===== config.mk =====
export PLATFORM = sky130hd
export DESIGN_NAME = renderer_top
export DESIGN_NICKNAME = d
export VERILOG_FILES = /design/src/render_pkg.sv /design/src/regmap_pkg.sv /design/src/renderer_top.sv /design/src/pixel_compose.sv /design/src/ghost_sprite.sv /design/src/tile_fetch.sv /design/src/render_regs.sv
export VERILOG_INCLUDE_DIRS = /design/src
export SDC_FILE = /design/constraint.sdc
export NUM_CORES = 1
export LEC_CHECK = 0
export ABC_AREA = 1
export BUFFER_PORTS_ARGS = -buffer_cell sky130_fd_sc_hd__buf_2
export CAP_MARGIN = 20
export CORE_UTILIZATION = 55
export DETAILED_ROUTE_END_ITERATION = 7
export HOLD_SLACK_MARGIN = 0.06
export PLACE_DENSITY = 0.73
export SLEW_MARGIN = 0
export SYNTH_ARGS = -nofsm -noshare
export SYNTH_HDL_FRONTEND = slang
export SYNTH_HIERARCHICAL = 1
export SYNTH_SLANG_ARGS = --single-unit
export TNS_END_PERCENT = 5

===== constraint.sdc =====
create_clock -name clk -period 2.81 [get_ports clk]
set_input_delay 0.1405 -clock clk [delete_from_list [all_inputs] [get_ports clk]]
set_output_delay 0.1405 -clock clk [all_outputs]
set_load 0.02 [all_outputs]

===== src/render_config.svh =====
`ifndef RENDER_CONFIG_SVH
`define RENDER_CONFIG_SVH

// tile geometry
`define TILE_SIZE       8
`define TILE_COLS       8
`define TILE_ROWS       6

// screen is exactly the tilemap
`define SCREEN_W        64
`define SCREEN_H        48
`define COORD_W         6

`define NUM_GHOSTS      4

// APB byte offsets
`define REG_CTRL        8'h00
`define REG_SPRITE_BASE 8'h04
`define REG_TILE_BASE   8'h20

`endif

===== src/render_pkg.sv =====
`include "render_config.svh"
`default_nettype none

package render_pkg;

    typedef logic [3:0] color_t;
    typedef logic [`COORD_W-1:0] coord_t;

    typedef enum logic [1:0] {
        DIR_RIGHT = 2'd0,
        DIR_LEFT  = 2'd1,
        DIR_UP    = 2'd2,
        DIR_DOWN  = 2'd3
    } dir_t;

    typedef enum logic [1:0] {
        TILE_EMPTY   = 2'd0,
        TILE_WALL    = 2'd1,
        TILE_DOT     = 2'd2,
        TILE_BIG_DOT = 2'd3
    } tile_class_t;

    // bit index is row * 8 + col, so each byte of the hex is one row, row 0 lowest
    typedef logic [`TILE_SIZE*`TILE_SIZE-1:0] sprite_mask_t;

    localparam sprite_mask_t PLAYER_MASK     = 64'h3C7E_1F07_071F_7E3C;
    localparam sprite_mask_t GHOST_BODY_MASK = 64'hDBFF_FFFF_FFFF_7E3C;
    localparam sprite_mask_t GHOST_FACE_MASK = 64'h0000_5A00_0024_0000;

    // pupils, indexed by dir_t
    localparam sprite_mask_t GHOST_EYE_MASK [4] = '{
        64'h0000_0000_4400_0000,
        64'h0000_0000_2200_0000,
        64'h0000_0000_0044_0000,
        64'h0000_0000_2200_0000
    };

    // whites of the eyes sit one row lower when looking down
    localparam sprite_mask_t GHOST_SCLERA_MASK [4] = '{
        64'h0000_0000_6666_0000,
        64'h0000_0000_6666_0000,
        64'h0000_0000_6666_0000,
        64'h0000_0066_6600_0000
    };

    // colour triples as {r, g, b}
    localparam logic [11:0] BG           = 12'h000;
    localparam logic [11:0] WALL         = 12'h22C;
    localparam logic [11:0] DOT          = 12'hFFF;
    localparam logic [11:0] PLAYER       = 12'hFF0;
    localparam logic [11:0] GHOST_BODY [`NUM_GHOSTS] = '{12'hF00, 12'hFBF, 12'h0FF, 12'hFB4};
    localparam logic [11:0] GHOST_VOID   = 12'h23F;
    localparam logic [11:0] GHOST_FACE   = 12'hFCA;
    localparam logic [11:0] GHOST_EYE    = 12'h00A;
    localparam logic [11:0] GHOST_SCLERA = 12'hFFF;

endpackage

`default_nettype wire


===== src/regmap_pkg.sv =====
`include "render_config.svh"
`default_nettype none

package regmap_pkg;

    typedef struct packed {
        logic [17:0]      rsvd;
        render_pkg::dir_t   dir;
        render_pkg::coord_t y;
        render_pkg::coord_t x;
    } sprite_word_t;

    typedef struct packed {
        logic [7:0] rsvd;
        logic [7:0] big_dots;
        logic [7:0] dots;
        logic [7:0] walls;
    } tile_row_word_t;

    // the same APB word, decoded by address
    typedef union packed {
        sprite_word_t   sprite;
        tile_row_word_t tile_row;
    } apb_word_u;

    // word indices, paddr[7:2]
    localparam int CTRL          = `REG_CTRL >> 2;
    localparam int SPRITE0       = `REG_SPRITE_BASE >> 2;
    localparam int NUM_SPRITES   = `NUM_GHOSTS + 1;
    localparam int TILE_ROW0     = `REG_TILE_BASE >> 2;
    localparam int NUM_TILE_ROWS = `TILE_ROWS;

endpackage

`default_nettype wire


===== src/renderer_top.sv =====
`include "render_config.svh"
`default_nettype none

module renderer_top (
    input  logic                  clk,
    input  logic                  reset,
    input  logic                  psel,
    input  logic                  penable,
    input  logic                  pwrite,
    input  logic [7:0]            paddr,
    input  regmap_pkg::apb_word_u pwdata,
    output logic [31:0]           prdata,
    output logic                  pready,
    output logic                  pslverr,
    input  logic                  display_en,
    input  render_pkg::coord_t    pix_x,
    input  render_pkg::coord_t    pix_y,
    output render_pkg::color_t    r,
    output render_pkg::color_t    g,
    output render_pkg::color_t    b
);
    import render_pkg::*;

    logic                  power_mode;
    coord_t                player_x;
    coord_t                player_y;
    coord_t                ghost_x [`NUM_GHOSTS];
    coord_t                ghost_y [`NUM_GHOSTS];
    dir_t                  ghost_dir [`NUM_GHOSTS];
    logic [47:0]           tile_walls;
    logic [47:0]           tile_dots;
    logic [47:0]           tile_big_dots;
    logic                  s1_en;
    coord_t                s1_x;
    coord_t                s1_y;
    tile_class_t           s1_class;
    logic [5:0]            s1_offset;
    logic [`NUM_GHOSTS-1:0] ghost_hit;
    color_t                ghost_r [`NUM_GHOSTS];
    color_t                ghost_g [`NUM_GHOSTS];
    color_t                ghost_b [`NUM_GHOSTS];

    render_regs render_regs_inst (
        .clk(clk), .reset(reset), .psel(psel), .penable(penable), .pwrite(pwrite),
        .paddr(paddr), .pwdata(pwdata), .prdata(prdata), .pready(pready),
        .pslverr(pslverr), .power_mode(power_mode), .player_x(player_x),
        .player_y(player_y), .ghost_x(ghost_x), .ghost_y(ghost_y),
        .ghost_dir(ghost_dir), .tile_walls(tile_walls), .tile_dots(tile_dots),
        .tile_big_dots(tile_big_dots)
    );

    tile_fetch tile_fetch_inst (
        .clk(clk), .reset(reset), .display_en(display_en), .pix_x(pix_x),
        .pix_y(pix_y), .tile_walls(tile_walls), .tile_dots(tile_dots),
        .tile_big_dots(tile_big_dots), .s1_en(s1_en), .s1_x(s1_x), .s1_y(s1_y),
        .s1_class(s1_class), .s1_offset(s1_offset)
    );

    for (genvar i = 0; i < `NUM_GHOSTS; i++) begin : g_ghost
        ghost_sprite ghost_sprite_inst (
            .clk(clk), .reset(reset), .power_mode(power_mode),
            .s1_x(s1_x), .s1_y(s1_y),
            .ghost_x(ghost_x[i]), .ghost_y(ghost_y[i]), .ghost_dir(ghost_dir[i]),
            .body_r(GHOST_BODY[i][11:8]), .body_g(GHOST_BODY[i][7:4]),
            .body_b(GHOST_BODY[i][3:0]),
            .hit(ghost_hit[i]),
            .ghost_r(ghost_r[i]), .ghost_g(ghost_g[i]), .ghost_b(ghost_b[i])
        );
    end

    pixel_compose pixel_compose_inst (
        .clk(clk), .reset(reset), .s1_en(s1_en), .s1_x(s1_x), .s1_y(s1_y),
        .s1_class(s1_class), .s1_offset(s1_offset), .player_x(player_x),
        .player_y(player_y), .ghost_hit(ghost_hit), .ghost_r(ghost_r),
        .ghost_g(ghost_g), .ghost_b(ghost_b), .r(r), .g(g), .b(b)
    );

endmodule

`default_nettype wire


===== src/pixel_compose.sv =====
`include "render_config.svh"
`default_nettype none

module pixel_compose (
    input  logic                    clk,
    input  logic                    reset,
    input  logic                    s1_en,
    input  render_pkg::coord_t      s1_x,
    input  render_pkg::coord_t      s1_y,
    input  render_pkg::tile_class_t s1_class,
    input  logic [5:0]              s1_offset,
    input  render_pkg::coord_t      player_x,
    input  render_pkg::coord_t      player_y,
    input  logic [`NUM_GHOSTS-1:0]  ghost_hit,
    input  render_pkg::color_t      ghost_r [`NUM_GHOSTS],
    input  render_pkg::color_t      ghost_g [`NUM_GHOSTS],
    input  render_pkg::color_t      ghost_b [`NUM_GHOSTS],
    output render_pkg::color_t      r,
    output render_pkg::color_t      g,
    output render_pkg::color_t      b
);
    import render_pkg::*;

    logic [`COORD_W:0] dx;
    logic [`COORD_W:0] dy;
    logic              player_in;
    logic              s2_en;
    tile_class_t       s2_class;
    logic [5:0]        s2_offset;
    logic              s2_player_hit;
    logic              s2_player_bit;
    logic              dot_bit;
    logic [11:0]       color;

    assign dx        = {1'b0, s1_x} - {1'b0, player_x};
    assign dy        = {1'b0, s1_y} - {1'b0, player_y};
    assign player_in = (dx[`COORD_W:3] == '0) && (dy[`COORD_W:3] == '0);

    // stage 2, kept level with the ghost units
    always_ff @(posedge clk) begin
        if (reset)
            s2_en <= 1'b0;
        else
            s2_en <= s1_en;
    end

    always_ff @(posedge clk) begin
        s2_class      <= s1_class;
        s2_offset     <= s1_offset;
        s2_player_hit <= player_in;
        s2_player_bit <= PLAYER_MASK[{dy[2:0], dx[2:0]}];
    end

    // small dot is the centre 2x2, rows and cols 3..4
    assign dot_bit = (s2_offset[5:3] inside {3'd3, 3'd4}) && (s2_offset[2:0] inside {3'd3, 3'd4});

    always_comb begin
        color = BG;
        if (s2_class == TILE_WALL) begin
            color = WALL;
        end else if (s2_player_hit) begin
            color = s2_player_bit ? PLAYER : BG;
        end else if (|ghost_hit) begin
            // walk downwards so ghost 0 wins an overlap
            for (int i = `NUM_GHOSTS - 1; i >= 0; i--) begin
                if (ghost_hit[i])
                    color = {ghost_r[i], ghost_g[i], ghost_b[i]};
            end
        end else if (s2_class == TILE_BIG_DOT) begin
            color = DOT;
        end else if (s2_class == TILE_DOT) begin
            color = dot_bit ? DOT : BG;
        end
    end

    always_ff @(posedge clk) begin
        if (reset)
            {r, g, b} <= '0;
        else if (!s2_en)
            {r, g, b} <= '0;
        else
            {r, g, b} <= color;
    end

endmodule

`default_nettype wire


===== src/ghost_sprite.sv =====
`include "render_config.svh"
`default_nettype none

module ghost_sprite (
    input  logic               clk,
    input  logic               reset,
    input  logic               power_mode,
    input  render_pkg::coord_t s1_x,
    input  render_pkg::coord_t s1_y,
    input  render_pkg::coord_t ghost_x,
    input  render_pkg::coord_t ghost_y,
    input  render_pkg::dir_t   ghost_dir,
    input  render_pkg::color_t body_r,
    input  render_pkg::color_t body_g,
    input  render_pkg::color_t body_b,
    output logic               hit,
    output render_pkg::color_t ghost_r,
    output render_pkg::color_t ghost_g,
    output render_pkg::color_t ghost_b
);
    import render_pkg::*;

    logic [`COORD_W:0] dx;
    logic [`COORD_W:0] dy;
    logic              in_box;
    logic [5:0]        offset;
    logic [11:0]       color;

    // one extra bit so a box near the edge does not wrap round
    assign dx     = {1'b0, s1_x} - {1'b0, ghost_x};
    assign dy     = {1'b0, s1_y} - {1'b0, ghost_y};
    assign in_box = (dx[`COORD_W:3] == '0) && (dy[`COORD_W:3] == '0);
    assign offset = {dy[2:0], dx[2:0]};

    always_comb begin
        color = BG;
        if (power_mode) begin
            if (GHOST_FACE_MASK[offset])
                color = GHOST_FACE;
            else if (GHOST_BODY_MASK[offset])
                color = GHOST_VOID;
        end else begin
            if (GHOST_EYE_MASK[ghost_dir][offset])
                color = GHOST_EYE;
            else if (GHOST_SCLERA_MASK[ghost_dir][offset])
                color = GHOST_SCLERA;
            else if (GHOST_BODY_MASK[offset])
                color = {body_r, body_g, body_b};
        end
    end

    always_ff @(posedge clk) begin
        if (reset)
            hit <= 1'b0;
        else
            hit <= in_box;
    end

    always_ff @(posedge clk) begin
        {ghost_r, ghost_g, ghost_b} <= color;
    end

endmodule

`default_nettype wire


===== src/tile_fetch.sv =====
`include "render_config.svh"
`default_nettype none

module tile_fetch (
    input  logic                    clk,
    input  logic                    reset,
    input  logic                    display_en,
    input  render_pkg::coord_t      pix_x,
    input  render_pkg::coord_t      pix_y,
    input  logic [47:0]             tile_walls,
    input  logic [47:0]             tile_dots,
    input  logic [47:0]             tile_big_dots,
    output logic                    s1_en,
    output render_pkg::coord_t      s1_x,
    output render_pkg::coord_t      s1_y,
    output render_pkg::tile_class_t s1_class,
    output logic [5:0]              s1_offset
);
    import render_pkg::*;

    logic [5:0]  tile_idx;
    logic        on_map;
    tile_class_t tile_class;

    // 8 columns per row, so the index is just the two tile coordinates side by side
    assign tile_idx = {pix_y[5:3], pix_x[5:3]};
    assign on_map   = (pix_y < `SCREEN_H);

    always_comb begin
        tile_class = TILE_EMPTY;
        if (!on_map)
            tile_class = TILE_EMPTY;
        else if (tile_walls[tile_idx])
            tile_class = TILE_WALL;
        else if (tile_big_dots[tile_idx])
            tile_class = TILE_BIG_DOT;
        else if (tile_dots[tile_idx])
            tile_class = TILE_DOT;
    end

    always_ff @(posedge clk) begin
        if (reset)
            s1_en <= 1'b0;
        else
            s1_en <= display_en;
    end

    always_ff @(posedge clk) begin
        s1_x      <= pix_x;
        s1_y      <= pix_y;
        s1_class  <= tile_class;
        s1_offset <= {pix_y[2:0], pix_x[2:0]};
    end

endmodule

`default_nettype wire


===== src/render_regs.sv =====
`include "render_config.svh"
`default_nettype none

module render_regs (
    input  logic                  clk,
    input  logic                  reset,
    input  logic                  psel,
    input  logic                  penable,
    input  logic                  pwrite,
    input  logic [7:0]            paddr,
    input  regmap_pkg::apb_word_u pwdata,
    output logic [31:0]           prdata,
    output logic                  pready,
    output logic                  pslverr,
    output logic                  power_mode,
    output render_pkg::coord_t    player_x,
    output render_pkg::coord_t    player_y,
    output render_pkg::coord_t    ghost_x [`NUM_GHOSTS],
    output render_pkg::coord_t    ghost_y [`NUM_GHOSTS],
    output render_pkg::dir_t      ghost_dir [`NUM_GHOSTS],
    output logic [47:0]           tile_walls,
    output logic [47:0]           tile_dots,
    output logic [47:0]           tile_big_dots
);
    import regmap_pkg::*;
    import render_pkg::*;

    logic [5:0] word_idx;
    logic [2:0] spr_sel;
    logic [2:0] row_sel;
    logic       is_ctrl;
    logic       is_sprite;
    logic       is_tile;
    logic       mapped;
    logic       access;
    apb_word_u  rd_word;

    assign word_idx  = paddr[7:2];
    assign spr_sel   = 3'(word_idx - SPRITE0);
    assign row_sel   = 3'(word_idx - TILE_ROW0);
    assign is_ctrl   = (paddr == `REG_CTRL);
    assign is_sprite = (paddr[1:0] == 2'b00) && (word_idx >= SPRITE0)
                       && (word_idx < SPRITE0 + NUM_SPRITES);
    assign is_tile   = (paddr[1:0] == 2'b00) && (word_idx >= TILE_ROW0)
                       && (word_idx < TILE_ROW0 + NUM_TILE_ROWS);
    assign mapped    = is_ctrl || is_sprite || is_tile;
    assign access    = psel && penable;

    // zero wait states
    assign pready  = 1'b1;
    assign pslverr = access && !mapped;

    always_ff @(posedge clk) begin
        if (reset) begin
            power_mode    <= 1'b0;
            player_x      <= '0;
            player_y      <= '0;
            tile_walls    <= '0;
            tile_dots     <= '0;
            tile_big_dots <= '0;
            for (int i = 0; i < `NUM_GHOSTS; i++) begin
                ghost_x[i]   <= '0;
                ghost_y[i]   <= '0;
                ghost_dir[i] <= DIR_RIGHT;
            end
        end else if (access && pwrite) begin
            if (is_ctrl) begin
                power_mode <= pwdata[0];
            end else if (is_sprite && spr_sel == 3'd0) begin
                player_x <= pwdata.sprite.x;
                player_y <= pwdata.sprite.y;
            end else if (is_sprite) begin
                ghost_x[spr_sel-1]   <= pwdata.sprite.x;
                ghost_y[spr_sel-1]   <= pwdata.sprite.y;
                ghost_dir[spr_sel-1] <= pwdata.sprite.dir;
            end else if (is_tile) begin
                tile_walls[row_sel*8 +: 8]    <= pwdata.tile_row.walls;
                tile_dots[row_sel*8 +: 8]     <= pwdata.tile_row.dots;
                tile_big_dots[row_sel*8 +: 8] <= pwdata.tile_row.big_dots;
            end
        end
    end

    // readback, player has no direction field
    always_comb begin
        rd_word = '0;
        if (is_ctrl) begin
            rd_word[0] = power_mode;
        end else if (is_sprite && spr_sel == 3'd0) begin
            rd_word.sprite.x = player_x;
            rd_word.sprite.y = player_y;
        end else if (is_sprite) begin
            rd_word.sprite.x   = ghost_x[spr_sel-1];
            rd_word.sprite.y   = ghost_y[spr_sel-1];
            rd_word.sprite.dir = ghost_dir[spr_sel-1];
        end else if (is_tile) begin
            rd_word.tile_row.walls    = tile_walls[row_sel*8 +: 8];
            rd_word.tile_row.dots     = tile_dots[row_sel*8 +: 8];
            rd_word.tile_row.big_dots = tile_big_dots[row_sel*8 +: 8];
        end
    end

    assign prdata = rd_word;

endmodule

`default_nettype wire


==> flow_summary_export.csv <==
group,metric,value,unit
run_status,status,"finished, final reports clean",
worst_hold_path,worstHoldEndpoint,"pixel_compose_inst/g[1]$_SDFF_PP0_",
pwr,peakVddDrop,0.457,mV
floorplanning,start_util,56.4,%
worst_setup_path,cp_max_fo,8,
detailed_routing,via_count,22100,
detailed_routing,route.detailed.drc,0,
synthesis,synth_cells,3284,
global_route,grtUsageMet3,6.31,%
placed_design,port_buffers,86,
synthesis,synthFlopType,"dfxtp_1",
synthesis,synth_top_area_share,30.0,%
sta,maxSlewHeadroom,19.0,%
pwr,power,11.4,mW
synthesis,synth-seq-cells,303,
worst_setup_path,critPathCaptureType,"primary output",
global_route,antenna_found_initial,2,
global_route,busiest_layer,"met2",
placed_design,dpl_cell_area,0.0208,mm2
global_route,grt_pass1_wl,110000,um
synthesis,synth.area.top_cells,"dfxtp_1 (30%), nand2_1 (18%), nand3_1 (9.2%)",
cells_and_area,finalNetCount,3503,
clock_tree,cts_buffer_depth,3,
floorplanning,ios,104,
clock_tree,htree_levels,2,
worst_setup_path,critical_path_arrival,2.52,ns
clock_tree,clkLatencyLatePin,0.56,ns
worst_setup_path,cp_data_required_time,2.67,ns
worst_hold_path,hold_path.class,"input pin to register",
sta,tns,0,ns
cells_and_area,mostFrequentLayoutCells,"nand2_1 (990), nor2_1 (438), nand3_1 (370)",
worst_hold_path,worstHoldStart,"reset",
clock_tree,clock_sinks,303,
global_route,first_global_vias,20500,
sta,timing_hold_violations_final,0,
worst_setup_path,rr_worst_depth,10,
detailed_routing,wirelength,70900,um
detailed_routing,postRouteAntennaNets,0,
sta,rsz0062_at_grt,"no",
global_route,grtUsageMet1,44.9,%
detailed_routing,first_pass_iters,6,
sta,skew,0.0220,ns
worst_setup_path,timing.rr.end,"g_ghost[2].ghost_sprite_inst/ghost_b[2]$_DFF_P_",
synthesis,synth_cell_types,50,
cells_and_area,multiInputGateArea,0.0119,mm2
worst_setup_path,worstReg2RegStart,"tile_fetch_inst/s1_y[1]$_DFF_P_",
cells_and_area,drive_gt1_share,9.16,%
floorplanning,dieHeight,194,um
cells_and_area,stdcell_area,0.0225,mm2
job,cap_violations,0,
sta,period_share,94.6,%
detailed_routing,drt_iter0_markers,2354,
synthesis,yosysTopAreaCell,"dfxtp_1",
global_route,grt_max_degree,114,
synthesis,seq_area_frac_synth,30.0,%
synthesis,synth_area,0.0202,mm2
clock_tree,cts.clk_slew.worst_paths,0.05,ns
clock_tree,cts_tree,"built",
clock_tree,cts_root_buf,"clkbuf_16",
worst_setup_path,crit_type,"input pin to primary output",
worst_setup_path,crit_path_start_kind,"input pin",
placed_design,gp_congestion,0.966,
sta,max_freq,376,MHz
cells_and_area,seq_area,0.00607,mm2
placed_design,dp_hpwl,48700,um
floorplanning,rows,69,
cells_and_area,syn_to_final_growth,11.5,%
synthesis,ys_warn_count,6,
sta,fin_hold_ws,0.103,ns
pwr,powerDensity,504,mW/mm2
synthesis,synthArstFlopShare,0,%
detailed_routing,vias_per_cell,5.73,
floorplanning,design.die.area,0.0375,mm2
sta,slew_violations,0,
sta,setup_viol,0,
floorplanning,fp.dieW,194,um
sta,worstMarginPinSlew,1.21,ns
global_route,use_met2,61.2,%
worst_setup_path,timing.reg2reg.setup_slack,0.22,ns
synthesis,syn_avg_cell_area,6.15,um2
cells_and_area,fillerInstances,3417,
sta,fin_crit,2.66,ns
detailed_routing,wl_per_cell,18.4,um
clock_tree,cts_buffers,37,
pwr,p_leak,10.7,nW
global_route,grt_overflow,0,
synthesis,synth_edf_count,0,
floorplanning,core,0.0358,mm2
worst_hold_path,hold_depth,4,
global_route,track_usage,37.2,%
cells_and_area,final_common_cell,"nand2_1",
==> flip-flops by register name, indices dropped and copies added, names as in the netlist, 4 cells and up <==
signal and count:
g_ghost.ghost_sprite_inst/ghost_g 16, tile_fetch_inst/s1_y 6, render_regs_inst/tile_walls 48, tile_fetch_inst/s1_x 4, g_ghost.ghost_sprite_inst/hit 4, render_regs_inst/player_y 6, pixel_compose_inst/r 4, pixel_compose_inst/b 4
render_regs_inst/ghost_dir 8, render_regs_inst/tile_dots 48, g_ghost.ghost_sprite_inst/ghost_r 16, render_regs_inst/player_x 6, render_regs_inst/tile_big_dots 48, render_regs_inst/ghost_y 24, pixel_compose_inst/s2_offset 6, render_regs_inst/ghost_x 24
g_ghost.ghost_sprite_inst/ghost_b 16, pixel_compose_inst/g 4
==> per-stage QoR <==
step | cells | setup slack [ns] | util, %
6_report | 3856 | 0.151 | 62.9
5_1_grt | 3855 | 0.00454 | 62.9
4_1_cts | 3853 | 0.136 | 62.8
3_5_place_dp | 3748 | 0.192 | 58.1
3_3_place_gp | 3748 | 0.275 | 58.1
2_1_floorplan | 3337 | 0.312 | -
==> routing by layer <==
metal | routed length, um | vias to the layer above
li1 | - | 10600
met1 | 27300 | 10000
met2 | 32100 | 1182
met3 | 6710 | 306
met4 | 4820 | 2
met5 | 13 | -
==> synth_stat cells (5+ instances only) <==
master and n:
nand2_1 990, nor2_1 439, nand3_1 370, inv_1 305, dfxtp_1 303, a21oi_1 191, o21ai_0 111, clkbuf_1 80
ha_1 68, nor3_1 56, o211ai_1 54, buf_2 49, buf_6 35, buf_4 29, nand2_2 28, o21ai_1 22
nand4_1 21, inv_2 20, nand3_2 11, fa_1 10, o21a_1 10, buf_1 8, nor4_1 7, nand3_4 6
xor2_1 5
==> critical path: stages <==
cell           delay [ns]
dlygate4sd3_1        0.54
buf_2                0.12
nor2_2               0.11
dlygate4sd3_1        0.58
nand2_1              0.09
nor2_4               0.23
clkinvlp_4           0.23
nand2_1              0.11
inv_1                0.07
nand2_1              0.06
nor2_1               0.07
buf_2                0.17
==> repair_timing <==
action                                  in CTS  in global routing
gates resized for setup                      0                  4
endpoints found under the hold margin      130                  0
hold buffers                                39                  0
buffers inserted                             0                  2
endpoints found under the setup margin       0                 14
==> power breakdown <==
| part | switching (mW) | internal (mW) |
|---|---|---|
| clock network | 1.97 | 3.28 |
| registers | 0.0670 | 4.40 |
| logic | 1.15 | 0.493 |
| total | 3.18 | 8.18 |
==> worst max-delay path by stage <==
stage                                                            to  depth (start not counted)                             from
floorplan                                                prdata[10]                         13                         paddr[2]
global placement    g_ghost[2].ghost_sprite_inst/ghost_g[0]$_DFF_P_                         11  tile_fetch_inst/s1_y[0]$_DFF_P_
detailed placement  g_ghost[2].ghost_sprite_inst/ghost_b[2]$_DFF_P_                         11  tile_fetch_inst/s1_y[0]$_DFF_P_
CTS                                                      prdata[13]                         12                         paddr[0]
global route                                             prdata[13]                         12                         paddr[0]
finish                                                   prdata[13]                         12                         paddr[0]
==> cells by family (layout without fill, tap and decap cells) <==
kind of cell / Yosys count / count (layout) / synth area share, %
XOR/XNOR: 6 / 6 / 0.260
AND/OR/NAND/NOR: 1955 / 1955 / 41.2
buffers and inverters: 532 / 589 / 12.1
AO/OA/AOI/OAI: 406 / 406 / 11.1
flip-flops: 303 / 303 / 30.0
other: 4 / 58 / 0.0743
adder cells (fa/ha/maj): 78 / 78 / 5.20
==> area by class of cell <==
| type | count | share of cell area, % |
|---|---|---|
| repair buffers | 193 | 6.32 |
| clock buffers | 50 | 4.69 |
| inverters | 330 | 5.54 |
| well taps | 461 | 2.56 |
| multi-input cells | 2502 | 52.8 |
| clock inverters | 16 | 1.18 |
| diodes | 1 | 0.0111 |
| flip-flops and latches | 303 | 26.9 |
(Power assumes the default switching activity.)
